File: src/verilog/cache_defines.svh
// Cache geometry macros, included by the cache package and by every RTL file that splits addresses
`ifndef CACHE_DEFINES_SVH
`define CACHE_DEFINES_SVH

// ----------------------------------------------------------
// Processor side
// ----------------------------------------------------------
`define CACHE_WORD_W    32      // Data word
`define CACHE_ADDR_W    30      // Word address, byte offset already stripped

// ----------------------------------------------------------
// Line and set geometry
// ----------------------------------------------------------
`define CACHE_LINE_W    128     // Four words per line
`define CACHE_OFFS_W    2       // Word within the line
`define CACHE_SET_W     2
`define CACHE_SETS      4

// Remaining upper address bits
`define CACHE_TAG_W     26
`define CACHE_LADDR_W   28      // Line address seen by the slow memory

`endif

File: src/verilog/cache_pkg.sv
// Shared address, data and state types for the instruction and data caches
`include "cache_defines.svh"

package cache_pkg;

    // ----------------------------------------------------------
    // Data
    // ----------------------------------------------------------
    typedef logic [`CACHE_WORD_W-1:0]  word_t;
    typedef logic [`CACHE_LINE_W-1:0]  line_t;

    // ----------------------------------------------------------
    // Addresses
    // ----------------------------------------------------------
    // Processor word address is {tag, set, word offset}
    typedef logic [`CACHE_ADDR_W-1:0]  waddr_t;
    typedef logic [`CACHE_LADDR_W-1:0] laddr_t;     // {tag, set}
    typedef logic [`CACHE_TAG_W-1:0]   tag_t;
    typedef logic [`CACHE_SET_W-1:0]   set_t;

    // Data-cache controller
    // S_WB writes the dirty victim back, S_RD refills the missing line
    typedef enum logic [1:0] {
        S_IDLE = 2'd0,
        S_RD   = 2'd2,
        S_WB   = 2'd3
    } dc_state_e;

endpackage

File: src/verilog/cache_ways.sv
// Two-way set storage used by both caches: hit check, word read and write, LRU and line refill
`include "cache_defines.svh"

module cache_ways #(
    parameter int HAS_DIRTY = 1         // 0 builds a read-only array
) (
    input  logic              clk,
    input  logic              i_rst_n,
    // Processor access
    input  logic              i_read,
    input  logic              i_write,
    input  cache_pkg::waddr_t i_addr,
    input  cache_pkg::word_t  i_wdata,
    // Refill from the controller
    input  logic              i_fill,
    input  cache_pkg::line_t  i_fill_data,
    input  logic              i_fill_dirty,
    output logic              o_hit,
    output cache_pkg::word_t  o_rdata,
    // LRU way of the addressed set
    output logic              o_victim_dirty,
    output cache_pkg::laddr_t o_victim_addr,
    output cache_pkg::line_t  o_victim_data
);

    localparam logic DIRTY_EN = (HAS_DIRTY != 0);

    // ----------------------------------------------------------
    // Storage
    // ----------------------------------------------------------
    logic [1:0][`CACHE_SETS-1:0] valid_q;
    logic [1:0][`CACHE_SETS-1:0] dirty_q;
    logic [`CACHE_SETS-1:0]      lru_q;         // Way to replace next

    cache_pkg::tag_t  tag_q  [2][`CACHE_SETS];
    cache_pkg::line_t data_q [2][`CACHE_SETS];

    cache_pkg::tag_t          tag;
    cache_pkg::set_t          set_idx;
    logic [`CACHE_OFFS_W-1:0] offs;
    logic [1:0]               hit_way;
    logic                     hit_idx;
    logic                     vict_idx;
    logic                     acc_hit;
    logic                     wr_hit;

    assign tag     = i_addr[`CACHE_ADDR_W-1 -: `CACHE_TAG_W];
    assign set_idx = i_addr[`CACHE_OFFS_W +: `CACHE_SET_W];
    assign offs    = i_addr[`CACHE_OFFS_W-1:0];

    // ----------------------------------------------------------
    // Lookup
    // ----------------------------------------------------------
    assign hit_way[0] = valid_q[0][set_idx] && (tag_q[0][set_idx] == tag);
    assign hit_way[1] = valid_q[1][set_idx] && (tag_q[1][set_idx] == tag);
    assign hit_idx    = hit_way[1];             // A tag lives in one way only
    assign o_hit      = |hit_way;

    assign acc_hit = (i_read | i_write) & o_hit;
    assign wr_hit  = i_write & o_hit;

    // Selected word of the hitting line
    assign o_rdata = data_q[hit_idx][set_idx][offs * `CACHE_WORD_W +: `CACHE_WORD_W];

    // The victim is also the way that a refill overwrites
    assign vict_idx       = lru_q[set_idx];
    assign o_victim_dirty = DIRTY_EN & dirty_q[vict_idx][set_idx];
    assign o_victim_addr  = {tag_q[vict_idx][set_idx], set_idx};
    assign o_victim_data  = data_q[vict_idx][set_idx];

    // ----------------------------------------------------------
    // Valid, dirty and LRU bits
    // ----------------------------------------------------------
    always_ff @(posedge clk or negedge i_rst_n) begin
        if (!i_rst_n) begin
            valid_q <= '0;
            dirty_q <= '0;
            lru_q   <= '0;
        end else begin
            if (i_fill) begin
                valid_q[vict_idx][set_idx] <= 1'b1;
                dirty_q[vict_idx][set_idx] <= DIRTY_EN & i_fill_dirty;
            end
            if (wr_hit)
                dirty_q[hit_idx][set_idx] <= DIRTY_EN;
            if (acc_hit)
                lru_q[set_idx] <= ~hit_idx;     // Other way becomes LRU
        end
    end

    // Tags and lines
    always_ff @(posedge clk) begin
        if (i_fill) begin
            tag_q[vict_idx][set_idx]  <= tag;
            data_q[vict_idx][set_idx] <= i_fill_data;
        end else if (wr_hit) begin
            data_q[hit_idx][set_idx][offs * `CACHE_WORD_W +: `CACHE_WORD_W] <= i_wdata;
        end
    end

    // Controller refills only while the request misses
    a_fill_not_on_write_hit: assert property (
        @(posedge clk) disable iff (!i_rst_n) !(i_fill && wr_hit)
    );

endmodule

File: src/verilog/icache.sv
// Read-only instruction cache: refill FSM around a two-way array without dirty state
`include "cache_defines.svh"

module icache (
    input  logic              clk,
    input  logic              i_rst_n,
    // Processor side
    input  logic              i_read,
    input  cache_pkg::waddr_t i_addr,
    output cache_pkg::word_t  o_rdata,
    output logic              o_stall,
    // Memory side
    output logic              o_mem_read,
    output cache_pkg::laddr_t o_mem_addr,
    input  cache_pkg::line_t  i_mem_rdata,
    input  logic              i_mem_ready
);

    typedef enum logic {
        S_IDLE,
        S_RD
    } ic_state_e;

    ic_state_e state_q;
    logic      hit;
    logic      fill;

    assign o_stall = i_read & ~hit;
    assign fill    = (state_q == S_RD) & i_mem_ready;

    cache_ways #(
        .HAS_DIRTY (0)
    ) u_ways (
        .clk            (clk),
        .i_rst_n        (i_rst_n),
        .i_read         (i_read),
        .i_write        (1'b0),
        .i_addr         (i_addr),
        .i_wdata        ('0),
        .i_fill         (fill),
        .i_fill_data    (i_mem_rdata),
        .i_fill_dirty   (1'b0),
        .o_hit          (hit),
        .o_rdata        (o_rdata),
        .o_victim_dirty (),
        .o_victim_addr  (),
        .o_victim_data  ()
    );

    // Refill FSM, the strobe follows the state
    always_ff @(posedge clk or negedge i_rst_n) begin
        if (!i_rst_n) begin
            state_q    <= S_IDLE;
            o_mem_read <= 1'b0;
        end else if (state_q == S_IDLE && o_stall) begin
            state_q    <= S_RD;
            o_mem_read <= 1'b1;
        end else if (fill) begin
            state_q    <= S_IDLE;
            o_mem_read <= 1'b0;
        end
    end

    always_ff @(posedge clk) begin
        if (state_q == S_IDLE && o_stall)
            o_mem_addr <= i_addr[`CACHE_ADDR_W-1:`CACHE_OFFS_W];
    end

    // Refill request and its line address held until the memory answers
    a_read_held_until_ready: assert property (
        @(posedge clk) disable iff (!i_rst_n)
        o_mem_read && !i_mem_ready |=> o_mem_read && $stable(o_mem_addr)
    );

endmodule

File: src/verilog/dcache.sv
// Write-back, write-allocate data cache: miss FSM and memory port around a two-way array
`include "cache_defines.svh"

module dcache (
    input  logic              clk,
    input  logic              i_rst_n,
    // Processor side
    input  logic              i_read,
    input  logic              i_write,
    input  cache_pkg::waddr_t i_addr,
    input  cache_pkg::word_t  i_wdata,
    output cache_pkg::word_t  o_rdata,
    output logic              o_stall,
    // Memory side
    output logic              o_mem_read,
    output logic              o_mem_write,
    output cache_pkg::laddr_t o_mem_addr,
    output cache_pkg::line_t  o_mem_wdata,
    input  cache_pkg::line_t  i_mem_rdata,
    input  logic              i_mem_ready
);

    cache_pkg::dc_state_e state_q;
    cache_pkg::dc_state_e state_d;

    logic              hit;
    logic              fill;
    logic              victim_dirty;
    cache_pkg::laddr_t victim_addr;
    cache_pkg::line_t  victim_data;
    cache_pkg::laddr_t line_addr;

    assign line_addr = i_addr[`CACHE_ADDR_W-1:`CACHE_OFFS_W];
    assign o_stall   = (i_read | i_write) & ~hit;
    assign fill      = (state_q == cache_pkg::S_RD) & i_mem_ready;

    cache_ways #(
        .HAS_DIRTY (1)
    ) u_ways (
        .clk            (clk),
        .i_rst_n        (i_rst_n),
        .i_read         (i_read),
        .i_write        (i_write),
        .i_addr         (i_addr),
        .i_wdata        (i_wdata),
        .i_fill         (fill),
        .i_fill_data    (i_mem_rdata),
        .i_fill_dirty   (i_write),              // Pending write lands on the next cycle
        .o_hit          (hit),
        .o_rdata        (o_rdata),
        .o_victim_dirty (victim_dirty),
        .o_victim_addr  (victim_addr),
        .o_victim_data  (victim_data)
    );

    // ----------------------------------------------------------
    // Miss FSM
    // ----------------------------------------------------------
    always_comb begin
        state_d = state_q;
        unique case (state_q)
            cache_pkg::S_IDLE:
                if (o_stall)
                    state_d = victim_dirty ? cache_pkg::S_WB : cache_pkg::S_RD;
            cache_pkg::S_WB:
                if (i_mem_ready)
                    state_d = cache_pkg::S_RD;  // Straight into the refill
            cache_pkg::S_RD:
                if (i_mem_ready)
                    state_d = cache_pkg::S_IDLE;
            default:
                state_d = cache_pkg::S_IDLE;
        endcase
    end

    always_ff @(posedge clk or negedge i_rst_n) begin
        if (!i_rst_n) begin
            state_q     <= cache_pkg::S_IDLE;
            o_mem_read  <= 1'b0;
            o_mem_write <= 1'b0;
        end else begin
            state_q     <= state_d;
            o_mem_read  <= (state_d == cache_pkg::S_RD);
            o_mem_write <= (state_d == cache_pkg::S_WB);
        end
    end

    // Memory address and line, held until ready
    always_ff @(posedge clk) begin
        if (state_q == cache_pkg::S_IDLE && o_stall) begin
            o_mem_addr  <= victim_dirty ? victim_addr : line_addr;
            o_mem_wdata <= victim_data;
        end else if (state_q == cache_pkg::S_WB && i_mem_ready) begin
            o_mem_addr  <= line_addr;
        end
    end

    a_mem_strobes_exclusive: assert property (
        @(posedge clk) disable iff (!i_rst_n) !(o_mem_read && o_mem_write)
    );

endmodule

File: src/verilog/cache_subsystem.sv
// Memory-side top level: instruction and data caches side by side, each with its own memory port
module cache_subsystem (
    input  logic              clk,
    input  logic              i_rst_n,
    // Instruction fetch
    input  logic              i_i_read,
    input  cache_pkg::waddr_t i_i_addr,
    output cache_pkg::word_t  o_i_rdata,
    output logic              o_i_stall,
    // Data access
    input  logic              i_d_read,
    input  logic              i_d_write,
    input  cache_pkg::waddr_t i_d_addr,
    input  cache_pkg::word_t  i_d_wdata,
    output cache_pkg::word_t  o_d_rdata,
    output logic              o_d_stall,
    // Instruction memory
    output logic              o_imem_read,
    output cache_pkg::laddr_t o_imem_addr,
    input  cache_pkg::line_t  i_imem_rdata,
    input  logic              i_imem_ready,
    // Data memory
    output logic              o_dmem_read,
    output logic              o_dmem_write,
    output cache_pkg::laddr_t o_dmem_addr,
    output cache_pkg::line_t  o_dmem_wdata,
    input  cache_pkg::line_t  i_dmem_rdata,
    input  logic              i_dmem_ready
);

    // ----------------------------------------------------------
    // Instruction cache
    // ----------------------------------------------------------
    icache u_icache (
        .clk         (clk),
        .i_rst_n     (i_rst_n),
        .i_read      (i_i_read),
        .i_addr      (i_i_addr),
        .o_rdata     (o_i_rdata),
        .o_stall     (o_i_stall),
        .o_mem_read  (o_imem_read),
        .o_mem_addr  (o_imem_addr),
        .i_mem_rdata (i_imem_rdata),
        .i_mem_ready (i_imem_ready)
    );

    // ----------------------------------------------------------
    // Data cache
    // ----------------------------------------------------------
    dcache u_dcache (
        .clk         (clk),
        .i_rst_n     (i_rst_n),
        .i_read      (i_d_read),
        .i_write     (i_d_write),
        .i_addr      (i_d_addr),
        .i_wdata     (i_d_wdata),
        .o_rdata     (o_d_rdata),
        .o_stall     (o_d_stall),
        .o_mem_read  (o_dmem_read),
        .o_mem_write (o_dmem_write),
        .o_mem_addr  (o_dmem_addr),
        .o_mem_wdata (o_dmem_wdata),
        .i_mem_rdata (i_dmem_rdata),
        .i_mem_ready (i_dmem_ready)
    );

endmodule

File: config.mk
export PLATFORM = sky130hd
export DESIGN_NAME = cache_subsystem
export DESIGN_NICKNAME = d
export VERILOG_FILES = /design/src/verilog/cache_pkg.sv /design/src/verilog/cache_ways.sv /design/src/verilog/icache.sv /design/src/verilog/dcache.sv /design/src/verilog/cache_subsystem.sv
export VERILOG_INCLUDE_DIRS = /design/src /design/src/verilog
export SDC_FILE = /design/constraint.sdc
export NUM_CORES = 2
export LEC_CHECK = 0
export ABC_AREA = 1
export BUFFER_PORTS_ARGS = -buffer_cell sky130_fd_sc_hd__buf_2
export CAP_MARGIN = 20
export CORE_ASPECT_RATIO = 1.1
export CORE_MARGIN = 10
export CORE_UTILIZATION = 46
export CTS_CLUSTER_SIZE = 16
export DETAILED_ROUTE_END_ITERATION = 16
export HOLD_SLACK_MARGIN = 0.05
export PLACE_DENSITY_LB_ADDON = 0.12
export RECOVER_POWER = 100
export SYNTH_ARGS = -nofsm -noshare
export SYNTH_HDL_FRONTEND = slang
export SYNTH_SLANG_ARGS = --single-unit
export TNS_END_PERCENT = 50
File: constraint.sdc
create_clock -name clk -period 9.6 [get_ports clk]
set_input_delay 0.96 -clock clk [delete_from_list [all_inputs] [get_ports clk]]
set_output_delay 0.96 -clock clk [all_outputs]
set_load 0.01 [all_outputs]
After elaboration in Yosys (flattened, before gate mapping). Memory sizes are Yosys's and may differ from the RTL's. Cells that the tools add are included.

Shifts and indexed selects: 4. Multiplexer cells: 87. Eq/ne operators: 8. Order comparisons: 14. Bitwise logic cells: 18. Add/subtract/negate cells: 1. Reduce and logical (&&, ||, !) cells: 20.

Operators with widths (number): $mux W512 (5); $mux W128 (9); $bmux W128 S2 (3); $demux W128 S2 (3); $reduce_or A512 Y1 (1); $mux W26 (12); $bmux W26 S2 (5); $shiftx A128 B8 Y32 (2); $mux W104 (2); $shift A32 B34 Y128 const A (1); $shiftx A32 B34 Y128 (1); $demux W26 S2 (2); $eq A26 B26 Y1 (4); $mux W28 (3); $neg A7 Y34 (1); $or A8 B8 Y8 (3); $mux W4 (5); $mux W1 (17); $mux W8 (2); $bmux W1 S2 (7); $logic_and A1 B1 Y1 (14); $demux W4 S1 (3); $bwmux W4 (2); $bwmux W8 (1); other kinds (17) (44).

Output and inout port bits: 253. Word-level logic and storage cells: 171. Bits in writable memories: 2464. Memories kept: 4. Bits in registers: 221.

Memory list: u_dcache.u_ways.data_q (depth 2, bits a word 512, read ports 2, clocked after Yosys merged registers in 0, write ports 1, RTL line cache_ways.sv:36) `` cache_pkg::line_t data_q [2][`CACHE_SETS]; ``; u_icache.u_ways.data_q (depth 2, bits a word 512, read ports 1, clocked after Yosys merged registers in 0, write ports 1, RTL line cache_ways.sv:36); u_dcache.u_ways.tag_q (depth 2, bits a word 104, read ports 3, clocked after Yosys merged registers in 0, write ports 1, RTL line cache_ways.sv:35) `` cache_pkg::tag_t tag_q [2][`CACHE_SETS]; ``; u_icache.u_ways.tag_q (depth 2, bits a word 104, read ports 2, clocked after Yosys merged registers in 0, write ports 1, RTL line cache_ways.sv:35).

Logic depth before layout (Yosys ltp).
Depth after elaboration: 13. Gate-level depth with buffers: 25. Gate-level depth less buffers: 22.

Modules after synthesis. Synthesis repeated with hierarchy kept, for this count alone.

Cell total of the unflattened synthesis: 12778. Area total of the unflattened synthesis: 126674.0 sq um.

By module, submodules not included: cache_ways at u_dcache.u_ways (sequential area each 37496.0 sq um, cells an instance 6318, times used 1, area each 60351.6 sq um); cache_ways at u_icache.u_ways (sequential area each 37295.8 sq um, cells an instance 6087, times used 1, area each 59786.1 sq um); dcache (sequential area each 4784.6 sq um, cells an instance 333, times used 1, area each 5627.9 sq um); icache (sequential area each 865.8 sq um, cells an instance 40, times used 1, area each 908.4 sq um).

Worst setup path after synthesis. OpenSTA, ideal clock, no wires.

Path kind: input-to-reg. From: input port i_i_addr[3]. To: register u_icache.u_ways.valid_q[3] (netlist bit). Setup time: 0.106 ns. Cell stages on the path: 10. Setup slack: -0.277 ns. Arrival: 9.771 ns. Path buffers: 5. Path through: nand2_1 -> inv_1 -> clkbuf_1 -> clkbuf_1 -> clkbuf_1 -> clkbuf_1 -> clkbuf_1 -> nand2_1 -> nor2_1 -> or2_2.

Cells in the longest elaborated chain, start to end: 7.

Ends and longest elaborated chain: start: declaration (RTL line cache_subsystem.sv:7) `input cache_pkg::waddr_t i_i_addr,`; $lt A2 B3 Y1 (implied by the code), or another cell as far along (RTL line cache_ways.sv:81) `valid_q[vict_idx][set_idx] <= 1'b1;`; $logic_and A1 B1 Y1 (implied by the code) / $mux W1 (equally long branches) (RTL line cache_ways.sv:81, cache_ways.sv:66); $mux W1 (implied by the code), or another cell as far along (RTL line cache_ways.sv:81); $demux W1 S2 / $logic_and A1 B1 Y1 (equally long branches); $mux W4; $demux W4 S1 *; $or A8 B8 Y8 (no line) *; end signal: assignment (RTL line cache_ways.sv:76) `valid_q <= '0;`; end signal: indexed assignment (RTL line cache_ways.sv:81); end: declaration (RTL line cache_ways.sv:31) `` logic [1:0][`CACHE_SETS-1:0] valid_q; ``.

Mark *: on every way between the ends. The rest lies on a longest branch, timed or not. The select of a mux whose other input is x is not followed. A chain may end at the register's enable or synchronous reset.

Final worst setup path.
From: input port i_d_addr[3]. To: memory u_dcache.u_ways.data_q[1][311] (netlist bit) (data pin).

Cells in the longest elaborated chain, start to end: 13.

Ends and longest elaborated chain: start: declaration (RTL line cache_subsystem.sv:13) `input cache_pkg::waddr_t i_d_addr,`; $not A2 Y3 (RTL line cache_ways.sv:54, cache_ways.sv:55, cache_ways.sv:97); $bmux W26 S2, on equally long branches (RTL line cache_ways.sv:54, cache_ways.sv:55); $mux W26, on equally long branches (2 in series) (RTL line cache_ways.sv:54, cache_ways.sv:55); $eq A26 B26 Y1, on equally long branches (RTL line cache_ways.sv:54, cache_ways.sv:55); $logic_and A1 B1 Y1, on equally long branches (RTL line cache_ways.sv:54, cache_ways.sv:55); $reduce_or A2 Y1 (RTL line cache_ways.sv:57) `assign o_hit = |hit_way;`; $and A1 B1 Y1 (RTL line cache_ways.sv:60) `assign wr_hit = i_write & o_hit;`; $mux W1 (RTL line cache_ways.sv:96) `end else if (wr_hit) begin`; $mux W1 (RTL line cache_ways.sv:93) `if (i_fill) begin`; $mux W512 * (RTL line cache_ways.sv:97) `` data_q[hit_idx][set_idx][offs * `CACHE_WORD_W +: `CACHE_WORD_W] <= i_wdata; ``; $reduce_or A512 Y1 (no line) *; $mux W512 (no line) *; end: declaration (RTL line cache_ways.sv:36).

Marks and branches as above.

==> flow_summary_export.csv <==
group,metric,value,unit
outcome,status,"finished with violations",
power,ir_drop,167,uV
placed_design,dp.final_hpwl,237000,microns
global_route,grt_pass1_vias,78300,
placed_design,placed_cell_area,120000,sq um
logic_synthesis,synth_common_cells,"nand2_1 (2981), edfxtp_1 (2648), o21ai_0 (778)",
placed_design,pre_cts_ws,2.40,ns
detailed_routing,vias,82700,
floorplanning,die_w,494,microns
global_route,grt_max_degree,283,
sta,fin_crit,8.49,ns
floorplanning,start_util,0.462,
global_route,antenna_found_initial,83,
sta,worst_slack,1.11,ns
floorplanning,design.portCount,608,
finish,postLayoutCellArea,128000,sq um
sta,max_clock_freq,118,MHz
logic_synthesis,synth_nets,10400,
job,drv_cap,43,
placed_design,port-buffer-count,607,
cts,path_clk_slew,0.06,ns
global_route,grt_pass1_wl,555000,microns
finish,nets,10900,
setup_path,cp-start-kind,"input port",
logic_synthesis,yosysMostFrequentCell,"nand2_1",
setup_path,reg2reg_from,"u_icache.u_ways.lru_q[3]",
cts,cts_tree,"yes",
logic_synthesis,synth-seq-cells,2685,
cts,clock_latency,0.87,ns
cts,clockBufferDepth,4,
cts,cts_made_buffers,287,
detailed_routing,wl_per_cell,28.0,microns
sta,max_slew.worst_pin.slew,4.01,ns
detailed_routing,detail-route-antenna-nets,0,
power,power_density,208,nW/um^2
logic_synthesis,syn_avg_cell_area,11.3,sq um
sta,rsz0062_at_grt,"false",
sta,setup_viol,0,
detailed_routing,first_pass_iters,6,
sta,hold_viol,0,
floorplanning,dieHeight,541,microns
outcome,violations,"capacitance limit, slew limit",
finish,fill_cells,21500,
setup_path,worstSetupStartpoint,"i_d_addr[3]",
sta,slew_violations,1465,
detailed_routing,viasPerCell,5.89,
global_route,grt_use_total,0.281,
logic_synthesis,synth_ff_type,"edfxtp_1",
sta,whs,0.326,ns
finish,multi_input_area,29000,sq um
cts,cts-hold-fix-buffers,0,
logic_synthesis,synth_area_leader_cell,"edfxtp_1",
setup_path,cp-end-kind,"flop",
sta,period_share,0.885,
power,p_leak,0.0458,uW
finish,layout-drive-gt1-share,0.0735,
logic_synthesis,ys.warnings.count,0,
global_route,grt.overflow.total,0,
setup_path,crit_required,9.96,ns
finish,syn2layout_area_growth,12.9,%
logic_synthesis,synth_top_area_share,0.700,
cts,clockRootBuffer,"clkbuf_16",
floorplanning,core_area,246000,sq um
setup_path,crit_path_max_fanout,80,
detailed_routing,dr.first_iter.drc_count,9582,
logic_synthesis,synth_edf_count,2648,
logic_synthesis,synth_area,114000,sq um
floorplanning,fp.dieArea,267000,sq um
cts,postCtsSetupBuffers,0,
power,total_power,26700,uW
floorplanning,num_rows,191,
setup_path,crit_type,"input port to flop",
finish,regArea,80400,sq um
setup_path,cp.arrival,8.85,ns
detailed_routing,drc,0,
detailed_routing,routed_wl,393000,microns
logic_synthesis,seq_area_frac_synth,0.708,
sta,slew_headroom,-1.69,
cts,ctsResizeCount,0,
cts,h-tree-depth,5,
hold_path,hold_path_class,"input port to flop",
cts,cts_sinks,2685,
logic_synthesis,synth_cells,10100,
logic_synthesis,synth_cell_types,43,
logic_synthesis,synth-async-reset-ratio,0.0138,
logic_synthesis,synth_area_leaders,"edfxtp_1 (70%), nand2_1 (9.8%), o21ai_0 (3.4%)",
placed_design,place.gp.congestion,0.937,
hold_path,hp-start,"i_imem_ready",
sta,fin_skew,0.0552,ns
==> cells by family after synthesis <==
kind of cell | Yosys count | synth area share
adders and majority gates | 5 | 0.000550
AOI/OAI and AO/OA | 1849 | 0.0932
DFF | 2685 | 0.708
and+or+nand+nor | 4356 | 0.158
xor gates and xnor gates | 11 | 0.000848
buffers and inverters | 1153 | 0.0396
==> through the flow <==
step / instances / setup TNS (ns) / util
2_1_floorplan: 10100 / -136.85 / -
3_3_place_gp: 13500 / 0 / 0.489
3_5_place_dp: 13500 / 0 / 0.489
4_1_cts: 14000 / 0 / 0.524
5_1_grt: 14000 / 0 / 0.521
6_report: 14000 / 0 / 0.521
==> cell usage in the layout (no fill, tap or decap), drive strengths merged, types with 72 or more instances in the layout <==
master,instances
inv,565
edfxtp,2648
o21ai,875
o2111ai,148
a22o,72
a21oi,559
nand4,308
clkinv,99
clkbuf,828
nand3,480
nand2,2986
buf,303
nor3,89
nor2,460
==> power by group <==
group	internal (uW)	switching [uW]
combinational	538	1920
clock	5990	4540
sequential	13500	191
total	20100	6650
==> final timing paths <==
kind	to	slack, ns	cells past startpoint
min	u_icache.o_mem_read	0.33	2
min in group asynchronous	u_icache.o_mem_read	1.05	2
max reg2reg	u_icache.u_ways.data_q[0][14]	2.45	7
max in group asynchronous	u_dcache.o_mem_read	6.93	2
min reg2reg	u_icache.u_ways.valid_q[1]	0.46	2
max	u_dcache.u_ways.data_q[1][311]	1.11	20
==> registers in the layout, summed over array words and instances, names as in the netlist, 4 cells and up <==
register and cells:
u_dcache.u_ways.data_q 1024, u_icache.u_ways.data_q 1024, u_dcache.u_ways.tag_q 208, u_icache.u_ways.tag_q 208, u_dcache.o_mem_wdata 128, u_dcache.o_mem_addr 28, u_icache.o_mem_addr 28, u_dcache.u_ways.dirty_q 8
u_dcache.u_ways.valid_q 8, u_icache.u_ways.valid_q 8, u_dcache.u_ways.lru_q 4, u_icache.u_ways.lru_q 4
==> critical path, cell delays in order <==
cell and delay (ns):
clkbuf_1 0.12, buf_4 0.53, nand2_4 0.57, clkinvlp_2 0.30, clkbuf_1 1.69, nand2_1 0.14, nand4_1 0.26, nand2_1 0.07
nor2_1 0.10, nand3_1 0.08, nor2_1 0.13, nand2_1 0.08, nand2_1 0.34, o2111ai_1 0.18, nand2_1 0.12, nor2_1 0.13
nand2_4 0.47, inv_6 0.37, buf_4 0.40, o21ai_0 1.59
==> layout make-up <==
class | count | share of cell area
clock buffers | 363 | 0.0593
inverters | 558 | 0.0166
multi-input cells | 6221 | 0.226
diodes | 35 | 0.000682
flip-flops and latches | 2685 | 0.627
repair buffers | 768 | 0.0301
clock inverters | 134 | 0.00836
well taps | 3281 | 0.0320
==> routing by layer <==
layer | vias to the layer above | global-route usage | part of all wire
met2 | 4639 | 0.431 | 0.45
li1 | 36700 | - | -
met4 | 86 | 0.156 | 0.062
met3 | 1033 | 0.0758 | 0.11
met1 | 40200 | 0.363 | 0.38
met5 | - | 0 | 0.0020
Power figures use the tool's default switching activity.
